## config.mk

```make
export PLATFORM = sky130hd
export DESIGN_NAME = maze_router
export DESIGN_NICKNAME = d
export VERILOG_FILES = /design/src/design/maze_geom_pkg.sv /design/src/design/router_ctrl_pkg.sv /design/src/design/grid_if.sv /design/src/design/net_loader.sv /design/src/design/grid_array.sv /design/src/design/retrace_unit.sv /design/src/design/router_ctrl.sv /design/src/design/maze_router.sv
export SDC_FILE = /design/constraint.sdc
export NUM_CORES = 2
export LEC_CHECK = 0
export ABC_CLOCK_PERIOD_IN_PS = 6600
export BUFFER_PORTS_ARGS = -buffer_cell sky130_fd_sc_hd__buf_2
export CAP_MARGIN = 20
export CORE_MARGIN = 2
export CORE_UTILIZATION = 35
export DETAILED_ROUTE_END_ITERATION = 16
export PLACE_DENSITY = 0.5
export REMOVE_ABC_BUFFERS = 1
export SETUP_SLACK_MARGIN = 0.02
export SKIP_CTS_REPAIR_TIMING = 1
export SYNTH_ARGS = -nofsm -noshare
export SYNTH_HDL_FRONTEND = slang
export SYNTH_SLANG_ARGS = --single-unit
```

## constraint.sdc

```tcl
create_clock -name clk -period 6.6 [get_ports clk]
set_input_delay 0.99 -clock clk [delete_from_list [all_inputs] [get_ports clk]]
set_output_delay 0.99 -clock clk [all_outputs]
set_load 0.02 [all_outputs]
```

## src/design/maze_geom_pkg.sv

```systemverilog
// maze geometry package with grid size, coordinate types and cell codes
package maze_geom_pkg;

	localparam int GRID_DIM = 16;
	localparam int COORD_W  = $clog2(GRID_DIM);
	localparam int COST_W   = 8;

	typedef logic [COORD_W-1:0]  coord_t;
	typedef logic [GRID_DIM-1:0] row_bits_t; // bit i is column i
	typedef logic [COST_W-1:0]   cost_t;

	// upper bit set means the wave has reached the cell
	typedef enum logic [1:0] {
		CELL_EMPTY   = 2'd0,
		CELL_BLOCKED = 2'd1, // obstacle, also used for route marks
		CELL_WAVE_LO = 2'd2,
		CELL_WAVE_HI = 2'd3
	} cell_t;

endpackage

```

## src/design/router_ctrl_pkg.sv

```systemverilog
// router control package with FSM states, grid commands and wave phase width
package router_ctrl_pkg;

	localparam int PHASE_W = 2; // top bit gives the low bit of the wave code

	typedef enum logic [2:0] {
		ST_IDLE,
		ST_LOAD,
		ST_SEED,
		ST_WAVE,
		ST_RETRACE,
		ST_CLEAR,
		ST_DONE
	} state_t;

	typedef enum logic [2:0] {
		OP_HOLD,
		OP_LOAD,
		OP_SEED,
		OP_WAVE,
		OP_MARK,
		OP_CLEAR
	} grid_op_t;

endpackage

```

## src/design/grid_if.sv

```systemverilog
// grid access link between the cell array and the retrace walker
`timescale 1ns/1ps

interface grid_if;
	import maze_geom_pkg::*;

	coord_t pos_x;     // walker position
	coord_t pos_y;
	cell_t  want_code; // predecessor code the walker looks for
	cell_t  nb_down;
	cell_t  nb_up;
	cell_t  nb_right;
	cell_t  nb_left;
	logic   mark_en;

	modport grid (
		input  pos_x, pos_y, mark_en,
		output nb_down, nb_up, nb_right, nb_left
	);

	modport walker (
		output pos_x, pos_y, want_code, mark_en,
		input  nb_down, nb_up, nb_right, nb_left
	);

endinterface

```

## src/design/net_loader.sv

```systemverilog
// net loader that counts obstacle rows and latches the net endpoints
`timescale 1ns/1ps

module net_loader (
	input  logic                     clk,
	input  logic                     rst_n,
	input  logic                     in_valid,
	input  maze_geom_pkg::row_bits_t row_bits,
	input  maze_geom_pkg::coord_t    src_x,
	input  maze_geom_pkg::coord_t    src_y,
	input  maze_geom_pkg::coord_t    snk_x,
	input  maze_geom_pkg::coord_t    snk_y,
	output logic                     row_we,
	output maze_geom_pkg::coord_t    row_idx,
	output maze_geom_pkg::row_bits_t row_data,
	output maze_geom_pkg::coord_t    src_x_q,
	output maze_geom_pkg::coord_t    src_y_q,
	output maze_geom_pkg::coord_t    snk_x_q,
	output maze_geom_pkg::coord_t    snk_y_q,
	output logic                     load_last
);
	import maze_geom_pkg::*;

	coord_t row_cnt;

	always_ff @(posedge clk or negedge rst_n)
	begin
		if (!rst_n)
		begin
			row_cnt <= '0;
			row_we  <= 1'b0;
		end
		else
		begin
			row_cnt <= in_valid ? coord_t'(row_cnt + 1'b1) : '0;
			row_we  <= in_valid;
		end
	end

	always_ff @(posedge clk)
	begin
		row_idx  <= row_cnt;
		row_data <= row_bits;
		if (in_valid && row_cnt == '0) // endpoints come with row 0
		begin
			src_x_q <= src_x;
			src_y_q <= src_y;
			snk_x_q <= snk_x;
			snk_y_q <= snk_y;
		end
	end

	assign load_last = row_we && (row_idx == coord_t'(GRID_DIM - 1));

endmodule

```

## src/design/grid_array.sv

```systemverilog
// cell state array with load, seed, wave expansion, route mark and clear
`timescale 1ns/1ps

module grid_array (
	input  logic                       clk,
	input  logic                       rst_n,
	input  router_ctrl_pkg::grid_op_t  grid_op,
	input  logic                       phase,
	input  logic                       row_we,
	input  maze_geom_pkg::coord_t      row_idx,
	input  maze_geom_pkg::row_bits_t   row_data,
	input  maze_geom_pkg::coord_t      src_x_q,
	input  maze_geom_pkg::coord_t      src_y_q,
	input  maze_geom_pkg::coord_t      snk_x_q,
	input  maze_geom_pkg::coord_t      snk_y_q,
	output logic                       sink_hit,
	output logic                       front_stalled,
	grid_if.grid                       gif
);
	import maze_geom_pkg::*;
	import router_ctrl_pkg::*;

	cell_t cells [GRID_DIM][GRID_DIM]; // indexed [y][x]

	logic [GRID_DIM+1:0][GRID_DIM+1:0] reach_pad; // reached flags with a zero border
	logic [GRID_DIM-1:0][GRID_DIM-1:0] grow;
	logic [GRID_DIM-1:0][GRID_DIM-1:0] blk_map;
	cell_t  wave_code;
	coord_t y_dn, y_up, x_rt, x_lf;

	assign wave_code = phase ? CELL_WAVE_HI : CELL_WAVE_LO;

	// ------------------------------
	// wavefront
	// ------------------------------
	always_comb
	begin
		reach_pad = '0;
		for (int y = 0; y < GRID_DIM; y++)
			for (int x = 0; x < GRID_DIM; x++)
				reach_pad[y+1][x+1] = cells[y][x][1];
		for (int y = 0; y < GRID_DIM; y++)
			for (int x = 0; x < GRID_DIM; x++)
			begin
				grow[y][x] = (cells[y][x] == CELL_EMPTY) &&
					(reach_pad[y][x+1] || reach_pad[y+2][x+1] ||
					 reach_pad[y+1][x] || reach_pad[y+1][x+2]);
				blk_map[y][x] = (cells[y][x] == CELL_BLOCKED);
			end
	end

	assign sink_hit      = cells[snk_y_q][snk_x_q][1];
	assign front_stalled = (grid_op == OP_WAVE) && !(|grow); // nothing changed this cycle

	always_ff @(posedge clk)
	begin
		case (grid_op)
			OP_LOAD:
				if (row_we)
					for (int x = 0; x < GRID_DIM; x++)
						cells[row_idx][x] <= row_data[x] ? CELL_BLOCKED : CELL_EMPTY;
			OP_SEED:
			begin
				cells[src_y_q][src_x_q] <= CELL_WAVE_HI;
				cells[snk_y_q][snk_x_q] <= CELL_EMPTY;
			end
			OP_WAVE:
				for (int y = 0; y < GRID_DIM; y++)
					for (int x = 0; x < GRID_DIM; x++)
						if (grow[y][x])
							cells[y][x] <= wave_code;
			OP_MARK:
				if (gif.mark_en)
					cells[gif.pos_y][gif.pos_x] <= CELL_BLOCKED; // route mark
			OP_CLEAR:
				for (int y = 0; y < GRID_DIM; y++)
					for (int x = 0; x < GRID_DIM; x++)
						if (cells[y][x][1])
							cells[y][x] <= CELL_EMPTY;
			default: ;
		endcase
	end

	// ------------------------------
	// neighbor read for the walker
	// ------------------------------
	assign y_dn = gif.pos_y + 1'b1;
	assign y_up = gif.pos_y - 1'b1;
	assign x_rt = gif.pos_x + 1'b1;
	assign x_lf = gif.pos_x - 1'b1;

	// off-grid neighbors read as blocked
	assign gif.nb_down  = (gif.pos_y != coord_t'(GRID_DIM - 1)) ? cells[y_dn][gif.pos_x] : CELL_BLOCKED;
	assign gif.nb_up    = (gif.pos_y != '0) ? cells[y_up][gif.pos_x] : CELL_BLOCKED;
	assign gif.nb_right = (gif.pos_x != coord_t'(GRID_DIM - 1)) ? cells[gif.pos_y][x_rt] : CELL_BLOCKED;
	assign gif.nb_left  = (gif.pos_x != '0) ? cells[gif.pos_y][x_lf] : CELL_BLOCKED;

	a_blocked_stable: assert property (@(posedge clk) disable iff (!rst_n)
		grid_op == OP_WAVE |=> (blk_map & $past(blk_map)) == $past(blk_map));

endmodule

```

## src/design/retrace_unit.sv

```systemverilog
// retrace walker that steps from sink to source and streams the route
`timescale 1ns/1ps

module retrace_unit (
	input  logic                  clk,
	input  logic                  rst_n,
	input  logic                  retrace_start,
	input  logic                  retrace_en,
	input  logic                  phase,
	input  maze_geom_pkg::coord_t src_x_q,
	input  maze_geom_pkg::coord_t src_y_q,
	input  maze_geom_pkg::coord_t snk_x_q,
	input  maze_geom_pkg::coord_t snk_y_q,
	output logic                  route_valid,
	output maze_geom_pkg::coord_t route_x,
	output maze_geom_pkg::coord_t route_y,
	output maze_geom_pkg::cost_t  cost,
	output logic                  at_source,
	grid_if.walker                gif
);
	import maze_geom_pkg::*;

	coord_t nxt_x, nxt_y;
	logic   step;

	assign gif.want_code = phase ? CELL_WAVE_HI : CELL_WAVE_LO; // predecessor code
	assign gif.mark_en   = retrace_en;
	assign at_source     = (gif.pos_x == src_x_q) && (gif.pos_y == src_y_q);
	assign step          = retrace_en && !at_source;

	// fixed priority down, up, right, left
	always_comb
	begin
		nxt_x = gif.pos_x;
		nxt_y = gif.pos_y;
		if (gif.nb_down == gif.want_code)
			nxt_y = gif.pos_y + 1'b1;
		else if (gif.nb_up == gif.want_code)
			nxt_y = gif.pos_y - 1'b1;
		else if (gif.nb_right == gif.want_code)
			nxt_x = gif.pos_x + 1'b1;
		else if (gif.nb_left == gif.want_code)
			nxt_x = gif.pos_x - 1'b1;
	end

	always_ff @(posedge clk or negedge rst_n)
	begin
		if (!rst_n)
		begin
			gif.pos_x   <= '0;
			gif.pos_y   <= '0;
			cost        <= '0;
			route_valid <= 1'b0;
		end
		else
		begin
			route_valid <= retrace_en;
			if (retrace_start)
			begin
				gif.pos_x <= snk_x_q; // walk starts at the sink
				gif.pos_y <= snk_y_q;
				cost      <= '0;
			end
			else if (step)
			begin
				gif.pos_x <= nxt_x;
				gif.pos_y <= nxt_y;
				cost      <= cost + 1'b1;
			end
		end
	end

	always_ff @(posedge clk)
	begin
		route_x <= gif.pos_x;
		route_y <= gif.pos_y;
	end

	a_single_step: assert property (@(posedge clk) disable iff (!rst_n)
		step |=>
		((gif.pos_y == $past(gif.pos_y)) &&
		 (coord_t'(gif.pos_x - $past(gif.pos_x)) inside {coord_t'(1), '1})) ||
		((gif.pos_x == $past(gif.pos_x)) &&
		 (coord_t'(gif.pos_y - $past(gif.pos_y)) inside {coord_t'(1), '1})));

endmodule

```

## src/design/router_ctrl.sv

```systemverilog
// router FSM with 2-2-3-3 phase counter, busy, done and no-route flags
`timescale 1ns/1ps

module router_ctrl (
	input  logic                      clk,
	input  logic                      rst_n,
	input  logic                      in_valid,
	input  logic                      load_last,
	input  logic                      sink_hit,
	input  logic                      front_stalled,
	input  logic                      at_source,
	output router_ctrl_pkg::grid_op_t grid_op,
	output logic                      phase,
	output logic                      retrace_start,
	output logic                      retrace_en,
	output logic                      busy,
	output logic                      done,
	output logic                      no_route
);
	import router_ctrl_pkg::*;

	state_t             state, state_nxt;
	logic [PHASE_W-1:0] phase_cnt;

	always_comb
	begin
		state_nxt = state;
		case (state)
			ST_IDLE:    if (in_valid) state_nxt = ST_LOAD;
			ST_LOAD:    if (load_last) state_nxt = ST_SEED;
			ST_SEED:    state_nxt = ST_WAVE;
			ST_WAVE:
			begin
				if (sink_hit)
					state_nxt = ST_RETRACE;
				else if (front_stalled)
					state_nxt = ST_CLEAR; // no route, skip retrace
			end
			ST_RETRACE: if (at_source) state_nxt = ST_CLEAR;
			ST_CLEAR:   state_nxt = ST_DONE;
			default:    state_nxt = ST_IDLE;
		endcase
	end

	always_comb
	begin
		case (state)
			ST_LOAD:    grid_op = OP_LOAD;
			ST_SEED:    grid_op = OP_SEED;
			ST_WAVE:    grid_op = OP_WAVE;
			ST_RETRACE: grid_op = OP_MARK;
			ST_CLEAR:   grid_op = OP_CLEAR;
			default:    grid_op = OP_HOLD;
		endcase
	end

	assign phase         = phase_cnt[PHASE_W-1];
	assign retrace_start = (state == ST_SEED); // also clears cost for a blocked net
	assign retrace_en    = (state == ST_RETRACE);

	always_ff @(posedge clk or negedge rst_n)
	begin
		if (!rst_n)
		begin
			state     <= ST_IDLE;
			phase_cnt <= '0;
			busy      <= 1'b0;
			done      <= 1'b0;
			no_route  <= 1'b0;
		end
		else
		begin
			state <= state_nxt;
			done  <= (state == ST_CLEAR);
			case (state)
				ST_WAVE:    phase_cnt <= sink_hit ? phase_cnt - 2'd2 : phase_cnt + 1'b1;
				ST_RETRACE: phase_cnt <= phase_cnt - 1'b1; // walk the codes backwards
				default:    phase_cnt <= '0;
			endcase
			if (state == ST_IDLE && in_valid)
			begin
				busy     <= 1'b1;
				no_route <= 1'b0;
			end
			else if (state == ST_CLEAR)
				busy <= 1'b0; // low in the done cycle
			if (state == ST_WAVE && !sink_hit && front_stalled)
				no_route <= 1'b1;
		end
	end

	a_done_not_retrace: assert property (@(posedge clk) disable iff (!rst_n)
		!(done && retrace_en));

endmodule

```

## src/design/maze_router.sv

```systemverilog
// maze router top joining loader, cell array, retrace walker and FSM
`timescale 1ns/1ps

module maze_router (
	input  logic                     clk,
	input  logic                     rst_n,
	input  logic                     in_valid,
	input  maze_geom_pkg::row_bits_t row_bits,
	input  maze_geom_pkg::coord_t    src_x,
	input  maze_geom_pkg::coord_t    src_y,
	input  maze_geom_pkg::coord_t    snk_x,
	input  maze_geom_pkg::coord_t    snk_y,
	output logic                     busy,
	output logic                     route_valid,
	output maze_geom_pkg::coord_t    route_x,
	output maze_geom_pkg::coord_t    route_y,
	output maze_geom_pkg::cost_t     cost,
	output logic                     no_route,
	output logic                     done
);
	import maze_geom_pkg::*;
	import router_ctrl_pkg::*;

	logic      row_we, load_last;
	coord_t    row_idx;
	row_bits_t row_data;
	coord_t    src_x_q, src_y_q, snk_x_q, snk_y_q;
	grid_op_t  grid_op;
	logic      phase, retrace_start, retrace_en;
	logic      sink_hit, front_stalled, at_source;

	grid_if gif ();

	net_loader u_loader (
		.clk, .rst_n, .in_valid, .row_bits, .src_x, .src_y, .snk_x, .snk_y,
		.row_we, .row_idx, .row_data, .src_x_q, .src_y_q, .snk_x_q, .snk_y_q, .load_last
	);

	grid_array u_grid (
		.clk, .rst_n, .grid_op, .phase, .row_we, .row_idx, .row_data,
		.src_x_q, .src_y_q, .snk_x_q, .snk_y_q, .sink_hit, .front_stalled,
		.gif(gif.grid)
	);

	retrace_unit u_retrace (
		.clk, .rst_n, .retrace_start, .retrace_en, .phase,
		.src_x_q, .src_y_q, .snk_x_q, .snk_y_q,
		.route_valid, .route_x, .route_y, .cost, .at_source,
		.gif(gif.walker)
	);

	router_ctrl u_ctrl (
		.clk, .rst_n, .in_valid, .load_last, .sink_hit, .front_stalled, .at_source,
		.grid_op, .phase, .retrace_start, .retrace_en, .busy, .done, .no_route
	);

endmodule

```

==> results.json <==
{
  "dr.first_iter.drc_count": 9487,
  "cts_tree": "yes",
  "synth_edf_count": 272,
  "min_period_over_period": 0.894,
  "reg2reg_from": "u_retrace.gif.pos_y[0]",
  "cts_sinks": 590,
  "htree_levels": 3,
  "min_to": "u_loader.row_data[7]",
  "area_growth_pct": 9.57,
  "cts_made_buffers": 78,
  "peakVddDrop_mv": 0.348,
  "antenna_found_initial": 32,
  "grt_util_met2": 0.587,
  "leakage_nw": 19.2,
  "syn_inst": 5263,
  "holdPathStages": 1,
  "clock_path_buffers": 3,
  "via_per_inst": 7.57,
  "hold_violations": 0,
  "drive_above_1_share": 0.190,
  "place.port_buffers": 54,
  "cpMostUsedCell": "a2111oi_0",
  "slowest_delay_ps": 930,
  "root_buffer": "clkbuf_16",
  "clk_pin_slew_ps": 70,
  "critical_path_arrival_ps": 6510,
  "die_w_um": 382,
  "grt-busiest-layer": "met2",
  "antenna_left": 0,
  "ys_ff_latch": 590,
  "pwr-share-clk": 0.123,
  "cp.required_ps": 7210,
  "dp_hpwl_um": 224000,
  "max_cap_violations": 0,
  "grt_pass1_vias": 47320,
  "syn-cell-area_um2": 50100,
  "drc": 0,
  "p_seq_frac": 0.265,
  "floorplan.initialDensity": 0.353,
  "cellPowerDensity_nw_per_um2": 671,
  "synthFlopType": "dfxtp_1",
  "status": "finished clean",
  "routed_wl_um": 318000,
  "yosysSeqAreaShare": 0.293,
  "end_kind": "register",
  "fp.coreArea_um2": 142000,
  "crit_type": "reg2reg",
  "cp_max_fo": 48,
  "path_cells": "inv_1 > ha_4 > buf_12 > buf_4 > mux4_2 > and2_1 > a2111oi_0 > a2111oi_0 > a32oi_1 > nand4_1 > xnor2_1 > or2_2 > nand3_1 > o32ai_1 > o21ba_1",
  "nets": 5008,
  "finalSetupTns_ps": 0,
  "reg2reg_slack_ps": 700,
  "grt-ovfl-total": 0,
  "place.gp.congestion": 1.08,
  "ys_warn_count": 0,
  "grt_use_total": 0.422,
  "post-route-min-period_ps": 5900,
  "ys_types": 84,
  "crit_path_start_kind": "register",
  "hold_ws_ps": 362,
  "rsz0062_at_grt": "false",
  "slew_headroom": 0.0849,
  "syn_avg_cell_area_um2": 9.51,
  "worst_slew_pin_slew_ps": 1360,
  "p_sw_frac": 0.540,
  "dieArea_um2": 146000,
  "die_h_um": 382,
  "final_common_cell": "nor2_1",
  "grtUsageMet1": 0.541,
  "rows": 138,
  "use_met3": 0.172,
  "dr.pass1.iters": 6,
  "p_comb_frac": 0.613,
  "p_int_mw": 16.9,
  "reg2reg_to": "u_retrace.gif.pos_x[3]",
  "grt_max_degree": 114,
  "wire_per_inst_um": 45.7,
  "layout_common_cells": "607 x nor2_1, 438 x mux4_2, 386 x a21oi_1",
  "clock_latency_ps": 740,
  "slowest_stage": "a2111oi_0",
  "hold_path_class": "in2reg",
  "rr_worst_depth": 15,
  "p_sw_mw": 19.9,
  "async_flop_share": 0.0508,
  "drv_slew": 0,
  "final_core_util": 0.387,
  "skew_ps": 50.6,
  "timing.fmax_ghz": 0.170,
  "crit_start": "u_retrace.gif.pos_y[0]",
  "ios": 55,
  "grt_pass1_wl_um": 427000,
  "fin_total_pwr_mw": 36.8,
  "holdCritStartpoint": "row_bits[7]",
  "vias": 52598,
  "setup_viol": 0
}
-- layout make-up --
| type | instances | area (µm²) |
|---|---|---|
| Antenna cell | 31 | 77.6 |
| Clock buffer | 106 | 2200 |
| Tap cell | 1890 | 2360 |
| Inverter | 21 | 78.8 |
| Sequential cell | 590 | 14700 |
| Timing Repair Buffer | 282 | 2130 |
| Clock inverter | 40 | 369 |
| Fill cell | 13968 | 86900 |
| Multi-Input combinational cell | 3990 | 32900 |
-- cell usage after synthesis (9+ instances only) --
master | instances | area, µm²
mux2_2 | 19 | 214
dfxtp_1 | 288 | 5770
buf_6 | 15 | 169
a21o_1 | 129 | 968
mux2i_1 | 300 | 3000
nor2b_1 | 147 | 920
or2_2 | 18 | 113
and2_1 | 87 | 544
a211o_1 | 26 | 228
mux4_2 | 438 | 9860
clkbuf_1 | 493 | 1850
nor4_1 | 91 | 569
or3_1 | 40 | 250
xnor2_1 | 16 | 140
o32a_1 | 55 | 551
xor2_1 | 16 | 140
o21ai_0 | 160 | 801
o22ai_1 | 17 | 106
o22a_1 | 171 | 1500
inv_1 | 19 | 71.3
dfrtp_1 | 30 | 751
buf_2 | 75 | 375
nand4_1 | 57 | 357
a221o_1 | 9 | 90.1
nand2_1 | 217 | 815
o2111ai_1 | 10 | 87.6
o41ai_1 | 120 | 1050
a31oi_1 | 18 | 113
a21oi_1 | 386 | 1930
edfxtp_1 | 272 | 8170
ha_1 | 10 | 125
buf_1 | 40 | 150
and3_1 | 16 | 100
nand2b_1 | 47 | 294
nand3_1 | 90 | 450
a22oi_1 | 174 | 1310
a211oi_1 | 17 | 128
nor2_1 | 615 | 2310
a22o_1 | 132 | 1160
nor3_1 | 205 | 1030
buf_4 | 34 | 255
a221oi_1 | 23 | 201
-- critical path, delay by kind of cell, from the launching register on --
kind,cells,cell delay [ps]
xor+xnor,1,240
simple gates,4,750
compound gates,5,2070
flops,1,900
fa+ha+maj,1,600
mux,1,330
buf+inv,3,810
-- how the worst max path moves through the flow --
stage | end | slack (ps) | cells after the start
global route | u_retrace.gif.pos_x[3] | 690 | 15
detailed placement | u_retrace.gif.pos_x[3] | 1020 | 15
floorplan | u_retrace.gif.pos_y[1] | -16180 | 13
finish | u_retrace.gif.pos_x[3] | 700 | 15
global placement | u_retrace.gif.pos_x[3] | 770 | 11
CTS | u_retrace.gif.pos_x[3] | 1010 | 15
-- sequential cells by signal, indices dropped and copies added, names as in the netlist, named ones only --
register               cells
u_grid.cells             512
u_loader.row_data         16
u_retrace.cost             8
u_loader.row_cnt           4
u_loader.row_idx           4
u_loader.snk_x_q           4
u_loader.snk_y_q           4
u_loader.src_x_q           4
u_loader.src_y_q           4
u_retrace.gif.pos_x        4
u_retrace.gif.pos_y        4
u_retrace.route_x          4
u_retrace.route_y          4
u_ctrl.state               3
u_ctrl.phase_cnt           2
u_ctrl.busy                1
u_ctrl.done                1
u_ctrl.no_route            1
u_loader.row_we            1
u_retrace.route_valid      1
-- power by group through the flow --
stage / Clock [mW] / Sequential (mW) / Combinational, mW
5_1_grt: 4.64 / 9.56 / 23.0
3_5_place_dp: 0 / 9.39 / 21.5
2_1_floorplan: 0 / 7.72 / 13.2
4_1_cts: 4.51 / 9.32 / 21.6
3_3_place_gp: 0 / 9.41 / 21.4
6_report: 4.51 / 9.74 / 22.6
-- per-layer routing --
layer,part of all wire,up-vias
met4,0.077,14
met1,0.37,26724
met2,0.40,4750
met5,0.00030,-
met3,0.15,1014
li1,-,20096
-- through the flow --
| stage | cells | setup WS, ps | area [µm²] |
|---|---|---|---|
| after floorplan | 4601 | -16180 | 47200 |
| after global placement | 6750 | 768 | 52000 |
| after detailed placement | 6765 | 1020 | 52100 |
| after CTS | 6911 | 1010 | 54700 |
| after global routing | 6928 | 692 | 54800 |
| final | 6950 | 701 | 54900 |
-- kinds of logic after synthesis --
family / Yosys count / synth area share
AOI/OAI and AO/OA: 1538 / 0.220
xor gates and xnor gates: 34 / 0.00625
adders and majority gates: 10 / 0.00250
buffers and inverters: 683 / 0.0586
DFF: 590 / 0.293
muxes: 757 / 0.261
and+or+nand+nor: 1651 / 0.158
Power figures use the tool's default switching activity.
